File: config.mk
export PLATFORM = sky130hd
export DESIGN_NAME = ppu_top
export DESIGN_NICKNAME = d
export VERILOG_FILES = /design/src/ppu_pkg.sv /design/src/ppu_bg_fetch.sv /design/src/ppu_line_ctrl.sv /design/src/ppu_pixel_out.sv /design/src/ppu_regs.sv /design/src/ppu_top.sv
export SDC_FILE = /design/constraint.sdc
export NUM_CORES = 1
export LEC_CHECK = 0
export ABC_AREA = 1
export BUFFER_PORTS_ARGS = -buffer_cell sky130_fd_sc_hd__buf_2
export CAP_MARGIN = 20
export CORE_MARGIN = 3
export CORE_UTILIZATION = 55
export DETAILED_ROUTE_END_ITERATION = 6
export PLACE_DENSITY_LB_ADDON = 0.25
export SETUP_SLACK_MARGIN = 0.5
export SYNTH_ARGS = -nofsm -noshare
export SYNTH_HDL_FRONTEND = slang
export SYNTH_SLANG_ARGS = --single-unit
File: constraint.sdc
create_clock -name clk -period 3.04 [get_ports clk]
set_input_delay 0.152 -clock clk [delete_from_list [all_inputs] [get_ports clk]]
set_output_delay 0.152 -clock clk [all_outputs]
set_load 0.01 [all_outputs]
File: src/ppu_pkg.sv
package ppu_pkg;

    // Plain vector types
    typedef logic [7:0]  byte_t;
    typedef logic [15:0] mmio_addr_t;
    typedef logic [12:0] vram_addr_t;   // Offset from 0x8000
    typedef logic [7:0]  ly_t;
    typedef logic [1:0]  shade_t;
    typedef logic [1:0]  color_idx_t;

    // One 8-pixel row of a tile, two bitplanes
    typedef struct packed {
        byte_t hi;
        byte_t lo;
    } tile_row_t;

    typedef struct packed {
        mmio_addr_t addr;
        byte_t      wdata;
        logic       we;
        logic       re;
    } mmio_req_t;

    // Register fields used by the datapath
    typedef struct packed {
        logic  lcd_on;          // LCDC bit 7
        logic  tile_data_sel;   // LCDC bit 4, 1 selects the unsigned tile base
        logic  bg_map_sel;      // LCDC bit 3
        logic  bg_on;           // LCDC bit 0
        byte_t scy;
        byte_t scx;
        byte_t bgp;
    } lcd_cfg_t;

    typedef enum logic [1:0] {
        OFF,
        DRAW,
        HBLANK,
        VBLANK
    } line_state_e;

    localparam mmio_addr_t ADDR_LCDC = 16'hFF40;
    localparam mmio_addr_t ADDR_STAT = 16'hFF41;
    localparam mmio_addr_t ADDR_SCY  = 16'hFF42;
    localparam mmio_addr_t ADDR_SCX  = 16'hFF43;
    localparam mmio_addr_t ADDR_LY   = 16'hFF44;
    localparam mmio_addr_t ADDR_LYC  = 16'hFF45;
    localparam mmio_addr_t ADDR_BGP  = 16'hFF47;

    localparam vram_addr_t MAP0_BASE          = 13'h1800;
    localparam vram_addr_t MAP1_BASE          = 13'h1C00;
    localparam vram_addr_t TILE_BASE_UNSIGNED = 13'h0000;
    localparam vram_addr_t TILE_BASE_SIGNED   = 13'h1000;
    localparam vram_addr_t MAP_WIDTH          = 13'd32;     // Tiles per map row

    localparam logic [4:0] TILES_PER_LINE     = 5'd20;
    localparam logic [7:0] PIXELS_PER_LINE    = 8'd160;
    localparam ly_t        VISIBLE_LINES      = 8'd144;
    localparam ly_t        LAST_LINE          = 8'd153;
    localparam logic [7:0] HBLANK_CYCLES      = 8'd40;
    localparam logic [7:0] VBLANK_LINE_CYCLES = 8'd200;

    localparam byte_t BGP_RESET     = 8'hFC;
    localparam byte_t UNMAPPED_DATA = 8'hFF;

endpackage

File: src/ppu_bg_fetch.sv
module ppu_bg_fetch (
    input  logic                clk,
    input  logic                rst,
    input  ppu_pkg::lcd_cfg_t   cfg_i,
    input  ppu_pkg::ly_t        ly_i,
    input  logic                line_active_i,
    output logic                vram_req_o,
    output ppu_pkg::vram_addr_t vram_addr_o,
    input  logic                vram_ack_i,
    input  ppu_pkg::byte_t      vram_data_i,
    output ppu_pkg::tile_row_t  row_o,
    output logic                row_valid_o,
    input  logic                row_ready_i
);

    typedef enum logic [2:0] {
        F_IDLE,
        F_MAP,
        F_LO,
        F_HI,
        F_PUSH,
        F_DONE
    } fetch_state_e;

    fetch_state_e        state;
    logic [4:0]          tile_cnt;   // Tile within the line, 0 to 19
    ppu_pkg::byte_t      tile_num;
    ppu_pkg::byte_t      lo_q;
    ppu_pkg::byte_t      row;        // Background row after SCY
    logic [4:0]          map_col;
    ppu_pkg::vram_addr_t map_addr;
    ppu_pkg::vram_addr_t tile_base;
    ppu_pkg::vram_addr_t next_addr;

    // Address for the read the current state is about to issue
    always_comb
    begin
        row     = ly_i + cfg_i.scy;
        map_col = cfg_i.scx[7:3] + tile_cnt;   // Wraps at 32 tiles
        map_addr = (cfg_i.bg_map_sel ? ppu_pkg::MAP1_BASE : ppu_pkg::MAP0_BASE)
                 + ppu_pkg::vram_addr_t'(row[7:3]) * ppu_pkg::MAP_WIDTH
                 + ppu_pkg::vram_addr_t'(map_col);
        if (cfg_i.tile_data_sel)
            tile_base = ppu_pkg::TILE_BASE_UNSIGNED + {1'b0, tile_num, 4'b0000};
        else
            tile_base = ppu_pkg::TILE_BASE_SIGNED + {tile_num[7], tile_num, 4'b0000};
        if (state == F_MAP)
            next_addr = map_addr;
        else
            next_addr = tile_base
                      + ppu_pkg::vram_addr_t'({row[2:0], (state == F_HI)});
    end

    always_ff @(posedge clk or posedge rst)
    begin
        if (rst)
        begin
            state       <= F_IDLE;
            tile_cnt    <= '0;
            vram_req_o  <= 1'b0;
            vram_addr_o <= '0;
            row_valid_o <= 1'b0;
        end
        else if (!line_active_i)
        begin
            state       <= F_IDLE;
            tile_cnt    <= '0;
            row_valid_o <= 1'b0;
            if (vram_req_o && vram_ack_i)
                vram_req_o <= 1'b0;     // Let an open read complete
        end
        else
        begin
            case (state)
                F_IDLE:
                begin
                    // Drain a read left over from before the line started
                    if (!vram_req_o)
                        state <= F_MAP;
                    else if (vram_ack_i)
                        vram_req_o <= 1'b0;
                end
                F_MAP, F_LO, F_HI:
                begin
                    if (!vram_req_o)
                    begin
                        if (!vram_ack_i)
                        begin
                            vram_req_o  <= 1'b1;
                            vram_addr_o <= next_addr;
                        end
                    end
                    else if (vram_ack_i)
                    begin
                        vram_req_o <= 1'b0;
                        case (state)
                            F_MAP:
                            begin
                                tile_num <= vram_data_i;
                                state    <= F_LO;
                            end
                            F_LO:
                            begin
                                lo_q  <= vram_data_i;
                                state <= F_HI;
                            end
                            default:
                            begin
                                row_o.lo    <= lo_q;
                                row_o.hi    <= vram_data_i;
                                row_valid_o <= 1'b1;
                                state       <= F_PUSH;
                            end
                        endcase
                    end
                end
                F_PUSH:
                begin
                    if (row_ready_i)
                    begin
                        row_valid_o <= 1'b0;
                        if (tile_cnt == ppu_pkg::TILES_PER_LINE - 5'd1)
                            state <= F_DONE;
                        else
                        begin
                            tile_cnt <= tile_cnt + 5'd1;
                            state    <= F_MAP;
                        end
                    end
                end
                default:
                begin
                    // F_DONE holds until line_active falls
                end
            endcase
        end
    end

endmodule

File: src/ppu_line_ctrl.sv
module ppu_line_ctrl (
    input  logic              clk,
    input  logic              rst,
    input  ppu_pkg::lcd_cfg_t cfg_i,
    input  logic              line_done_i,
    output logic              line_active_o,
    output ppu_pkg::ly_t      ly_o,
    output logic [1:0]        mode_o
);

    ppu_pkg::line_state_e state;
    logic [7:0]           cyc_cnt;   // Cycles spent in HBLANK or VBLANK line

    always_ff @(posedge clk or posedge rst)
    begin
        if (rst)
        begin
            state   <= ppu_pkg::OFF;
            ly_o    <= '0;
            cyc_cnt <= '0;
        end
        else if (!cfg_i.lcd_on)
        begin
            // Display off wins over everything else
            state   <= ppu_pkg::OFF;
            ly_o    <= '0;
            cyc_cnt <= '0;
        end
        else
        begin
            case (state)
                ppu_pkg::OFF:
                begin
                    state <= ppu_pkg::DRAW;   // Frame restarts at line 0
                end
                ppu_pkg::DRAW:
                begin
                    if (line_done_i)
                    begin
                        state   <= ppu_pkg::HBLANK;
                        cyc_cnt <= '0;
                    end
                end
                ppu_pkg::HBLANK:
                begin
                    cyc_cnt <= cyc_cnt + 8'd1;
                    if (cyc_cnt == ppu_pkg::HBLANK_CYCLES - 8'd1)
                    begin
                        cyc_cnt <= '0;
                        ly_o    <= ly_o + 8'd1;
                        // Last visible line goes into vertical blank
                        if (ly_o == ppu_pkg::VISIBLE_LINES - 8'd1)
                            state <= ppu_pkg::VBLANK;
                        else
                            state <= ppu_pkg::DRAW;
                    end
                end
                default:
                begin
                    cyc_cnt <= cyc_cnt + 8'd1;
                    if (cyc_cnt == ppu_pkg::VBLANK_LINE_CYCLES - 8'd1)
                    begin
                        cyc_cnt <= '0;
                        if (ly_o == ppu_pkg::LAST_LINE)
                        begin
                            ly_o  <= '0;
                            state <= ppu_pkg::DRAW;
                        end
                        else
                            ly_o <= ly_o + 8'd1;
                    end
                end
            endcase
        end
    end

    assign line_active_o = (state == ppu_pkg::DRAW);

    always_comb
    begin
        case (state)
            ppu_pkg::DRAW:   mode_o = 2'd3;
            ppu_pkg::VBLANK: mode_o = 2'd1;
            default:         mode_o = 2'd0;   // HBLANK and OFF
        endcase
    end

endmodule

File: src/ppu_pixel_out.sv
module ppu_pixel_out (
    input  logic               clk,
    input  logic               rst,
    input  ppu_pkg::lcd_cfg_t  cfg_i,
    input  logic               line_active_i,
    input  ppu_pkg::tile_row_t row_i,
    input  logic               row_valid_i,
    output logic               row_ready_o,
    output logic               pixel_valid_o,
    output ppu_pkg::shade_t    pixel_o,
    input  logic               pixel_ready_i,
    output logic               line_done_o
);

    ppu_pkg::tile_row_t   buf_q;     // One-entry row buffer
    logic                 buf_valid;
    ppu_pkg::tile_row_t   sh_q;      // Current pixel is bit 7 of each plane
    logic [3:0]           sh_cnt;    // Pixels left in the shifter
    logic [7:0]           pix_cnt;
    logic                 accept;
    logic                 load;
    ppu_pkg::color_idx_t  idx;

    assign row_ready_o   = !buf_valid;
    assign pixel_valid_o = line_active_i && (sh_cnt != 4'd0);
    assign accept        = pixel_valid_o && pixel_ready_i;
    assign load          = buf_valid && ((sh_cnt == 4'd0) || (accept && sh_cnt == 4'd1));
    assign line_done_o   = accept && (pix_cnt == ppu_pkg::PIXELS_PER_LINE - 8'd1);

    // BG disable forces color 0 before the palette
    assign idx     = cfg_i.bg_on ? {sh_q.hi[7], sh_q.lo[7]} : 2'd0;
    assign pixel_o = ppu_pkg::shade_t'(cfg_i.bgp >> {idx, 1'b0});

    always_ff @(posedge clk or posedge rst)
    begin
        if (rst)
        begin
            buf_valid <= 1'b0;
            sh_cnt    <= '0;
            pix_cnt   <= '0;
        end
        else if (!line_active_i)
        begin
            buf_valid <= 1'b0;
            sh_cnt    <= '0;
            pix_cnt   <= '0;
        end
        else
        begin
            if (row_valid_i && row_ready_o)
            begin
                buf_q     <= row_i;
                buf_valid <= 1'b1;
            end
            if (load)
            begin
                sh_q      <= buf_q;
                sh_cnt    <= 4'd8;
                buf_valid <= 1'b0;
            end
            else if (accept)
            begin
                sh_q.hi <= {sh_q.hi[6:0], 1'b0};
                sh_q.lo <= {sh_q.lo[6:0], 1'b0};
                sh_cnt  <= sh_cnt - 4'd1;
            end
            if (accept)
                pix_cnt <= pix_cnt + 8'd1;
        end
    end

endmodule

File: src/ppu_regs.sv
module ppu_regs (
    input  logic               clk,
    input  logic               rst,
    input  ppu_pkg::mmio_req_t mmio_i,
    output ppu_pkg::byte_t     mmio_rdata_o,
    input  ppu_pkg::ly_t       ly_i,
    input  logic [1:0]         mode_i,
    output ppu_pkg::lcd_cfg_t  cfg_o
);

    ppu_pkg::byte_t lcdc;
    ppu_pkg::byte_t scy;
    ppu_pkg::byte_t scx;
    ppu_pkg::byte_t lyc;
    ppu_pkg::byte_t bgp;
    logic [4:0]     stat_hi;    // Writable STAT bits 7:3
    logic           coincide;

    always_ff @(posedge clk or posedge rst)
    begin
        if (rst)
        begin
            lcdc    <= '0;
            stat_hi <= '0;
            scy     <= '0;
            scx     <= '0;
            lyc     <= '0;
            bgp     <= ppu_pkg::BGP_RESET;
        end
        else if (mmio_i.we)
        begin
            // LY is read-only, writes to it fall through
            case (mmio_i.addr)
                ppu_pkg::ADDR_LCDC: lcdc    <= mmio_i.wdata;
                ppu_pkg::ADDR_STAT: stat_hi <= mmio_i.wdata[7:3];
                ppu_pkg::ADDR_SCY:  scy     <= mmio_i.wdata;
                ppu_pkg::ADDR_SCX:  scx     <= mmio_i.wdata;
                ppu_pkg::ADDR_LYC:  lyc     <= mmio_i.wdata;
                ppu_pkg::ADDR_BGP:  bgp     <= mmio_i.wdata;
                default:
                begin
                end
            endcase
        end
    end

    assign coincide = (ly_i == lyc);

    // Combinational read path
    always_comb
    begin
        case (mmio_i.addr)
            ppu_pkg::ADDR_LCDC: mmio_rdata_o = lcdc;
            ppu_pkg::ADDR_STAT: mmio_rdata_o = {stat_hi, coincide, mode_i};
            ppu_pkg::ADDR_SCY:  mmio_rdata_o = scy;
            ppu_pkg::ADDR_SCX:  mmio_rdata_o = scx;
            ppu_pkg::ADDR_LY:   mmio_rdata_o = ly_i;
            ppu_pkg::ADDR_LYC:  mmio_rdata_o = lyc;
            ppu_pkg::ADDR_BGP:  mmio_rdata_o = bgp;
            default:            mmio_rdata_o = ppu_pkg::UNMAPPED_DATA;
        endcase
    end

    always_comb
    begin
        cfg_o.lcd_on        = lcdc[7];
        cfg_o.tile_data_sel = lcdc[4];
        cfg_o.bg_map_sel    = lcdc[3];
        cfg_o.bg_on         = lcdc[0];
        cfg_o.scy           = scy;
        cfg_o.scx           = scx;
        cfg_o.bgp           = bgp;
    end

endmodule

File: src/ppu_top.sv
module ppu_top (
    input  logic                clk,
    input  logic                rst,
    input  ppu_pkg::mmio_req_t  mmio_i,
    output ppu_pkg::byte_t      mmio_rdata_o,
    output logic                vram_req_o,
    output ppu_pkg::vram_addr_t vram_addr_o,
    input  logic                vram_ack_i,
    input  ppu_pkg::byte_t      vram_data_i,
    output logic                pixel_valid_o,
    output ppu_pkg::shade_t     pixel_o,
    input  logic                pixel_ready_i
);

    ppu_pkg::lcd_cfg_t  cfg;
    ppu_pkg::ly_t       ly;
    logic [1:0]         mode;
    logic               line_active;
    logic               line_done;
    ppu_pkg::tile_row_t row;
    logic               row_valid;
    logic               row_ready;

    ppu_regs u_regs (
        .clk          (clk),
        .rst          (rst),
        .mmio_i       (mmio_i),
        .mmio_rdata_o (mmio_rdata_o),
        .ly_i         (ly),
        .mode_i       (mode),
        .cfg_o        (cfg)
    );

    ppu_line_ctrl u_line_ctrl (
        .clk           (clk),
        .rst           (rst),
        .cfg_i         (cfg),
        .line_done_i   (line_done),
        .line_active_o (line_active),
        .ly_o          (ly),
        .mode_o        (mode)
    );

    ppu_bg_fetch u_bg_fetch (
        .clk           (clk),
        .rst           (rst),
        .cfg_i         (cfg),
        .ly_i          (ly),
        .line_active_i (line_active),
        .vram_req_o    (vram_req_o),
        .vram_addr_o   (vram_addr_o),
        .vram_ack_i    (vram_ack_i),
        .vram_data_i   (vram_data_i),
        .row_o         (row),
        .row_valid_o   (row_valid),
        .row_ready_i   (row_ready)
    );

    ppu_pixel_out u_pixel_out (
        .clk           (clk),
        .rst           (rst),
        .cfg_i         (cfg),
        .line_active_i (line_active),
        .row_i         (row),
        .row_valid_i   (row_valid),
        .row_ready_o   (row_ready),
        .pixel_valid_o (pixel_valid_o),
        .pixel_o       (pixel_o),
        .pixel_ready_i (pixel_ready_i),
        .line_done_o   (line_done)
    );

endmodule
==> results list, run 1 <==
- The worst setup path is captured at a primary output.
- Average wire per cell in the routed design: 16.4 um
- Number of buffer and inverter stages on the critical path: 3
* Sequential group share of total power: 0.491
- Residual overflow from global routing: 0
* Clock H-tree levels: 4
* Final Max Tran Viols: 0
* Clock tree from TritonCTS: yes
- The number of antenna violations at the first check in global routing was 0.
* Remaining design rule violation count: 0
- Of the total power, combinational logic draws 0.027.
- Number of sinks handled by clock tree synthesis: 163
- Of the available clock period, the critical path in the final layout requires 0.785.
* Maximum clock path buffer count: 2
- In this run, CTS created clock tree buffers numbering 17.
- Most common library cell in the layout ignoring fill and taps: nand2_1
- In the layout the commonest cells are nand2_1 (249), nand3_1 (97), dfrtp_1 (93).
- Kind of launch point of the worst setup path: flip-flop
* Combined area of all synthesized cells: 8670 um^2
* DRT iter0 DRCs: 559
- Number of register bits inferred by synthesis: 163
- Die boundary width: 132 um
* Postcts setup bufs: 0
* Accumulated negative setup slack: 0 ns
* Number of antenna cells inserted: 0
- Worst Path Arrival: 2.23 ns
- Summed over all cells, the static leakage comes to 0.00443 uW.
* Total of warnings raised by yosys: 0
- 63 I/O pins were placed.
- The flow ran to the end, and the final reports show no timing, DRC or antenna violations.
- Dominant delay contributor by cell family on the critical path: simple AND/OR/NAND/NOR gates
- Overall via count from detail_route: 7028
* Mean number of vias per cell: 5.51
* Synthesized Nets: 1040
- Number of port buffers: 61
* Maximum number of pins on one net before global-route repair: 44
* Clock network power share: 0.483
* Clock root buffer: clkbuf_16
- Slowest Stage Delay on Critical Path: 0.39 ns
* Peak supply drop: 0.404 mV
* Gate Count Post-Synth: 977
- The worst pin sits at a relative slew slack of 0.563.
- Library cell contributing the largest single delay on the critical path: dfrtp_1
- Yosys cell types: 50
* Number of hold violations in the final report: 0
* Die ar.: 17300 um^2
- Wire length of the first global-routing pass: 34000 um
* HP Class: input port to flip-flop
* Timing-limited maximum frequency: 419 MHz
- Final design instance area without fill: 9880 um^2
- Clock insertion delay at the later pin of the skew report: 0.44 ns
- At the end of routability-driven placement, the weighted congestion stood at 0.961.
- Wire length reported by the detailed router: 20900 um
- The first detailed-routing pass ran for 5 iterations.
* Standard-cell rows: 45
- Across the run, the number of max-cap violations was 0.
* Int Power: 3570 uW
- Initial core utilization: 0.566
- After floorplanning, the core was sized to cover 15300 um^2.
- Area growth, synth to finish: 14.0%
- Mean cell area of the mapped netlist: 8.87 um^2
- Of the cells placed in the final design, the portion with a size suffix greater than 1 is 0.190.
- Switching fraction of total power: 0.231
* Worst setup path class: flip-flop to primary output
* Post-DP Area: 9140 um^2
* RSZ-0062 raised after global routing: false
- Final critical path time including I/O delays and setup: 2.38 ns
* Clock transition at the registers of the reported paths: 0.07 ns
- Number of nets with antenna violations after routing: 0
- Overall die height: 132 um
* Final layout net count: 1114
- For this run, the total global-route usage over all layers was measured as 0.246.
- Sequential area share after synthesis: 0.508
- The number of global-route vias before repair is 6495.
* Switch Pwr: 1070 uW
- Data on the critical path is required at its endpoint by 2.89 ns.
* Power Dens Cells: 470 nW/um^2
* DPL Wire Length: 14600 um
- Setup violation total in the final timing report: 0
- Maximum fanout encountered on the critical timing path: 11
* List of cells traversed by the critical path: inv_1 -> ha_2 -> buf_4 -> or2_2 -> nand4_1 -> nand2_1 -> nor2_1 -> nand3_1 -> buf_2
- Worst slew pin tran: 0.655 ns
- Clock skew on the completed layout was measured at 0.00712 ns.
power by group through the flow:
stage	Combinational, uW	Sequential (uW)	Clock, uW
5_1_grt	137	2280	2360
4_1_cts	121	2280	2270
6_report	124	2280	2240
3_3_place_gp	110	2320	0
2_1_floorplan	52.5	2320	0
3_5_place_dp	111	2320	0
cells in the mapped netlist, drive strengths merged:
cell | number | share of area
fa | 2 | 0.0046
nor3 | 15 | 0.012
a22o | 1 | 0.0010
inv | 93 | 0.040
nand4 | 32 | 0.023
o22ai | 2 | 0.0014
edfxtp | 64 | 0.22
xnor2 | 6 | 0.0061
o21a | 2 | 0.0017
o2111ai | 1 | 0.0010
nand3b | 2 | 0.0017
o221ai | 1 | 0.0010
or2 | 7 | 0.0051
clkbuf | 5 | 0.0023
nor4 | 3 | 0.0022
nand2 | 261 | 0.12
xor2 | 8 | 0.0081
o211ai | 2 | 0.0017
o21ai | 97 | 0.072
a22oi | 1 | 0.00087
and3 | 1 | 0.00072
a21oi | 25 | 0.014
a31oi | 3 | 0.0022
dfrtp | 93 | 0.27
o21bai | 2 | 0.0022
buf | 25 | 0.021
nor2 | 82 | 0.040
a2bb2oi | 2 | 0.0020
nand3 | 107 | 0.068
ha | 23 | 0.033
clkinv | 2 | 0.0012
o31ai | 1 | 0.00087
dfstp | 6 | 0.018
per-layer routing:
layer | GRT usage | up-vias | routed length [um]
li1 | - | 3440 | -
met1 | 0.350 | 3317 | 9360
met2 | 0.384 | 252 | 9800
met3 | 0.0578 | 19 | 1570
met4 | 0.0630 | 0 | 187
met5 | 0 | - | 0
path summary, 6_finish.rpt:
kind,startpoint,endpoint,slack (ns),cells after the start
min in group asynchronous,rst,u_bg_fetch.vram_addr_o[4]$_DFFE_PP0P_,0.21,3
hold reg to reg,u_bg_fetch.lo_q[6]$_DFFE_PP_,u_bg_fetch.row_o[6]$_DFFE_PP_,0.42,0
max in group asynchronous,rst,u_regs.scy[1]$_DFFE_PP0P_,2.03,5
hold / removal,pixel_ready_i,u_pixel_out.pix_cnt[0]$_DFFE_PP0P_,0.12,3
setup reg to reg,u_line_ctrl.state[1]$_DFFE_PP0P_,u_pixel_out.sh_q[10]$_DFFE_PP_,0.80,8
setup / recovery,u_line_ctrl.state[1]$_DFFE_PP0P_,mmio_rdata_o[0],0.66,9
sequential cells by signal, summed over array words and instances (netlist names):
name,flops
u_bg_fetch.lo_q,8
u_bg_fetch.row_o,16
u_bg_fetch.row_valid_o,1
u_bg_fetch.state,3
u_bg_fetch.tile_cnt,5
u_bg_fetch.tile_num,8
u_bg_fetch.vram_addr_o,13
u_bg_fetch.vram_req_o,1
u_line_ctrl.cyc_cnt,8
u_line_ctrl.ly_o,8
u_line_ctrl.state,2
u_pixel_out.buf_q,16
u_pixel_out.buf_valid,1
u_pixel_out.pix_cnt,8
u_pixel_out.sh_cnt,4
u_pixel_out.sh_q,16
u_regs.bgp,8
u_regs.lcdc,8
u_regs.lyc,8
u_regs.scx,8
u_regs.scy,8
u_regs.stat_hi,5
cells by family (layout without fill, tap and decap cells):
group | Yosys count | in the layout | share of synthesized area
compound gates | 140 | 140 | 0.103
xor+xnor | 14 | 14 | 0.0141
fa+ha+maj | 25 | 25 | 0.0378
buf+inv | 125 | 212 | 0.0649
flops | 163 | 163 | 0.508
simple gates | 510 | 510 | 0.272
stage by stage:
step	std cells	setup slack (ns)	total power [uW]	util	hold WS, ns
global route	1275	0.518	4770	0.645	0.144
finish	1275	0.655	4640	0.645	0.122
global placement	1232	0.627	2430	0.597	0.360
floorplan	977	0.753	2370	-	0.251
CTS	1274	0.546	4670	0.644	0.109
detailed placement	1232	0.509	2430	0.597	0.368
tightest hold or removal path, stage by stage:
cell     delay, ns
buf_2         0.12
nand3_4       0.15
o21ai_0       0.09
layout make-up:
cell class / count / area, um^2
clock buffer: 18 / 429
clock inverter: 14 / 183
fill: 1313 / 5430
inverter: 95 / 363
multi-input combinational: 689 / 3710
sequential: 163 / 4410
tap: 211 / 264
timing repair buffer: 85 / 523
repair_timing:
action,4_1_cts,5_1_grt
hold buffers,10,0
endpoints found under the hold margin,38,0
setup endpoints to repair,8,25
gates resized for setup,1,1
pin swaps,0,0
(Power assumes the default switching activity.)
==> inputs of run 2 (changes only) <==
Settings changed: ABC_AREA 1 to 0, CORE_UTILIZATION 55 to 54.
Clock period 3.04 ns to 2 ns, I/O delays scaled along.
==> results list, run 2 <==
* Sequential area share after synthesis: 0.556 (+0.0478)
- Most common library cell in the layout ignoring fill and taps: dfrtp_1
- Leakage power figure: 0.00494 uW (+11%)
* Post-synth EDFFs: 64 (unchanged)
- The largest fanout on the critical path came to 8 (-3).
- The worst relative slew slack is 0.638 (+0.0754).
* DRT iter0 DRCs: 690 (+23%)
- Area fraction of the dominant cell type after synthesis: 0.294 (+0.0253)
* Share of the clock period used by the worst path: 1.19
- Final critical path time including I/O delays and setup: 2.38 ns
* Area growth, synth to finish: 46.0%
- The maximum clock insertion buffer count is 2 (unchanged).
- Synthesized Nets: 711 (-32%)
* Peak supply drop: 0.658 mV (+63%)
* Number of register bits inferred by synthesis: 163 (unchanged)
- Worst Hold Margin: -0.00564 ns (-0.128 ns)
- HP Class: input port to flip-flop
- Setup violation total in the final timing report: 56 (+56)
- The CTS H-tree depth was 4 (unchanged).
- The number of max-slew violations in the final report came to 0 (unchanged).
- Cell count of the worst reg-to-reg path: 9 (+1)
- The clock transition at the register clock pins on the worst setup and hold paths after CTS is 0.07 ns (about the same).
* Worst path setup slack after routing: -0.377 ns (-1.03 ns)
- Library cell contributing the largest single delay on the critical path: or4b_4
- Share of post-route cells with drive strength above 1: 0.525 (+0.335)
* Die boundary width: 127 um (-3.4%)
- The critical path buffer and inverter count came to 3 (unchanged).
- The number of synthesis warnings came to 0 (unchanged).
- The number of global-route vias before repair came to 6667 (+2.6%).
- Top cells by count, synth: dfrtp_1 (93), edfxtp_1 (64), mux2_2 (63), nand2_1 (48), o21ai_0 (38)
- Cell type with the highest aggregate area in the netlist: dfrtp_1
- Number of sinks handled by clock tree synthesis: 163 (unchanged)
- Overall die height: 127 um (-3.4%)
- The final setup TNS was -13.21 ns (-13.21 ns).
* Gate Count Post-Synth: 648 (-34%)
- The worst setup path is of the flip-flop to flip-flop kind.
* Maximum Capacitance Violations: 0 (unchanged)
* Slowest Stage Delay on Critical Path: 0.49 ns (+0.10 ns)
* Yosys cell types: 72 (+44%)
- Top cells by area, synth: dfrtp_1 (29%), edfxtp_1 (24%), mux2_2 (9.0%)
- For this run, the leading register cell type out of synthesis is dfrtp_1.
* Die ar.: 16200 um^2 (-6.6%)
- The number of buffers created by CTS was 17 (unchanged).
* Timing-limited maximum frequency: 421 MHz
- Residual overflow from global routing: 0 (unchanged)
* Kind of launch point of the worst setup path: flip-flop
- Worst Skew: 0.0119 ns (+0.00474 ns)
- Walking the worst path, the cells encountered are inv_2 -> ha_4 -> nor3b_4 -> and3b_2 -> a21oi_2 -> or4b_4 -> buf_8 -> buf_12 -> mux2_2.
- TritonCTS built the clock tree.
- The largest registers in the layout are u_bg_fetch.row_o: 16 flops, u_pixel_out.buf_q: 16 flops, u_pixel_out.sh_q: 16 flops.
- The filler cell count in the final layout came to 678 (-48%).
- Number of antenna cells inserted: 0 (unchanged)
- Wire length of the first global-routing pass: 35800 um (+5.0%)
- Overall via count from detail_route: 6661 (-5.2%)
- The final reports fail on hold timing, setup timing.
- The count of TritonRoute iterations in the first routing pass is 6 (+1).
* Mean number of vias per cell: 6.34 (+15%)
- Broken down by cell family, the worst path's largest delay share belongs to simple AND/OR/NAND/NOR gates.
* Standard-cell rows: 43 (-4.4%)
* Remaining design rule violation count: 0 (unchanged)
- Status: finished with violations
* Post-placement worst setup slack: -0.378 ns (-0.887 ns)
- The final hold violation count was 3 (+3).
* Cell depth of the worst min-delay path: 2 (-1)
* Antenna violations before repair: 0 (unchanged)
- The async set or reset register ratio after synthesis is 0.607 (unchanged).
- STA classifies the critical path endpoint as a flip-flop.
* Worst slew pin tran: 0.543 ns (-0.112 ns)
* Worst Path Arrival: 2.56 ns (+0.33 ns)
- The post-route antenna net violation count is 0 (unchanged).
* Final layout net count: 921 (-17%)
- DPL Wire Length: 13900 um (-5.0%)
* Maximum number of pins on one net before global-route repair: 100 (+130%)
- The required time reported for the critical path endpoint came to 2.19 ns (-0.70 ns).
- By instance count, the leading cell after synthesis is dfrtp_1.
* RSZ-0062 raised after global routing: true
* Average wire per cell in the routed design: 23.8 um (+45%)
* Top library cells by usage in the layout, fill and taps aside: dfrtp_1 (85), buf_4 (79), edfxtp_1 (64)
- The placer's final routability congestion estimate came to 0.858 (-11%).
- Initial core utilization: 0.562 (-0.00395)
- Count of cell instances traversed by the critical path: 9 (unchanged)
* Clock insertion delay at the later pin of the skew report: 0.44 ns (about the same)
- Top-level port count: 63 (unchanged)
- The count of input and output buffers was 61 (unchanged).
* All-Layer GR Usage: 0.285 (+0.0390)
- Power Dens Cells: 606 nW/um^2 (+29%)
- Mean cell area of the mapped netlist: 12.2 um^2 (+38%)
- The total design power is 7010 uW (+51%).
* Core area: 14100 um^2 (-8.0%)
* Final core utilization: 0.821 (+0.176)
- In this run the clock root is driven by a clkbuf_16.
- Combined area of all synthesized cells: 7930 um^2 (-8.6%)
* Wire length reported by the detailed router: 25000 um (+20%)
==> run 2: per-layer routing <==
layer,share of wire,global-route usage,vias up
met5,0,0,-
met4,0.039,0.124,0
met3,0.066,0.0665,80
met2,0.51,0.454,312
met1,0.38,0.377,3405
li1,-,-,2864
==> run 2: area by class of cell <==
cell class,count,area [um^2],area share
Timing Repair Buffer,220,1930,0.167
Multi-Input combinational cell,440,4350,0.376
Sequential cell,163,4420,0.382
Clock buffer,20,440,0.0381
Inverter,16,68.8,0.00595
Clock inverter,12,145,0.0125
Tap cell,180,225,0.0195
==> run 2: logic make-up after synthesis <==
group | after synthesis | synth area share
simple gates | 197 | 0.146
xor+xnor | 26 | 0.0287
mux | 69 | 0.0971
compound gates | 123 | 0.108
fa+ha+maj | 25 | 0.0414
flops | 163 | 0.556
buf+inv | 45 | 0.0227
==> run 2: path summary, 6_finish.rpt <==
check	startpoint	slack, ns	to
max in group asynchronous	rst	1.08	u_pixel_out.buf_valid$_DFFE_PP0P_
max reg2reg	u_pixel_out.sh_cnt[1]$_DFFE_PP0P_	-0.38	u_pixel_out.sh_q[3]$_DFFE_PP_
min in group asynchronous	rst	0.48	u_line_ctrl.cyc_cnt[5]$_DFFE_PP0P_
min	mmio_i[5]	-0.006	u_regs.scx[3]$_DFFE_PP0P_
max	u_pixel_out.sh_cnt[1]$_DFFE_PP0P_	-0.38	u_pixel_out.sh_q[3]$_DFFE_PP_
min reg2reg	u_bg_fetch.row_o[8]$_DFFE_PP_	0.42	u_pixel_out.buf_q[8]$_DFFE_PP_
==> run 2: worst register-to-register path, stage by stage, from the launching register on <==
cell	delay [ns]
dfrtp_1	0.38
inv_2	0.07
ha_4	0.15
nor3b_4	0.14
and3b_2	0.25
a21oi_2	0.07
or4b_4	0.49
buf_8	0.15
buf_12	0.13
mux2_2	0.28
==> run 2: timing repair <==
action,CTS,global route
gates cloned,3,0
setup endpoints to repair,167,179
buffers inserted,39,22
resized for setup,126,88
pin swaps,59,36
endpoints found under the hold margin,132,0
hold buffers,12,0
==> run 2: where the power goes <==
part	internal (uW)	switching, uW
Clock	1880	1430
Sequential	3480	11.1
Combinational	80.0	131
Total	5440	1570
==> run 2: metrics by stage <==
stage | std cells | instance area (um^2)
floorplan | 648 | 8420
global placement | 943 | 9400
detailed placement | 943 | 9400
CTS | 1029 | 11100
global route | 1051 | 11600
finish | 1051 | 11600
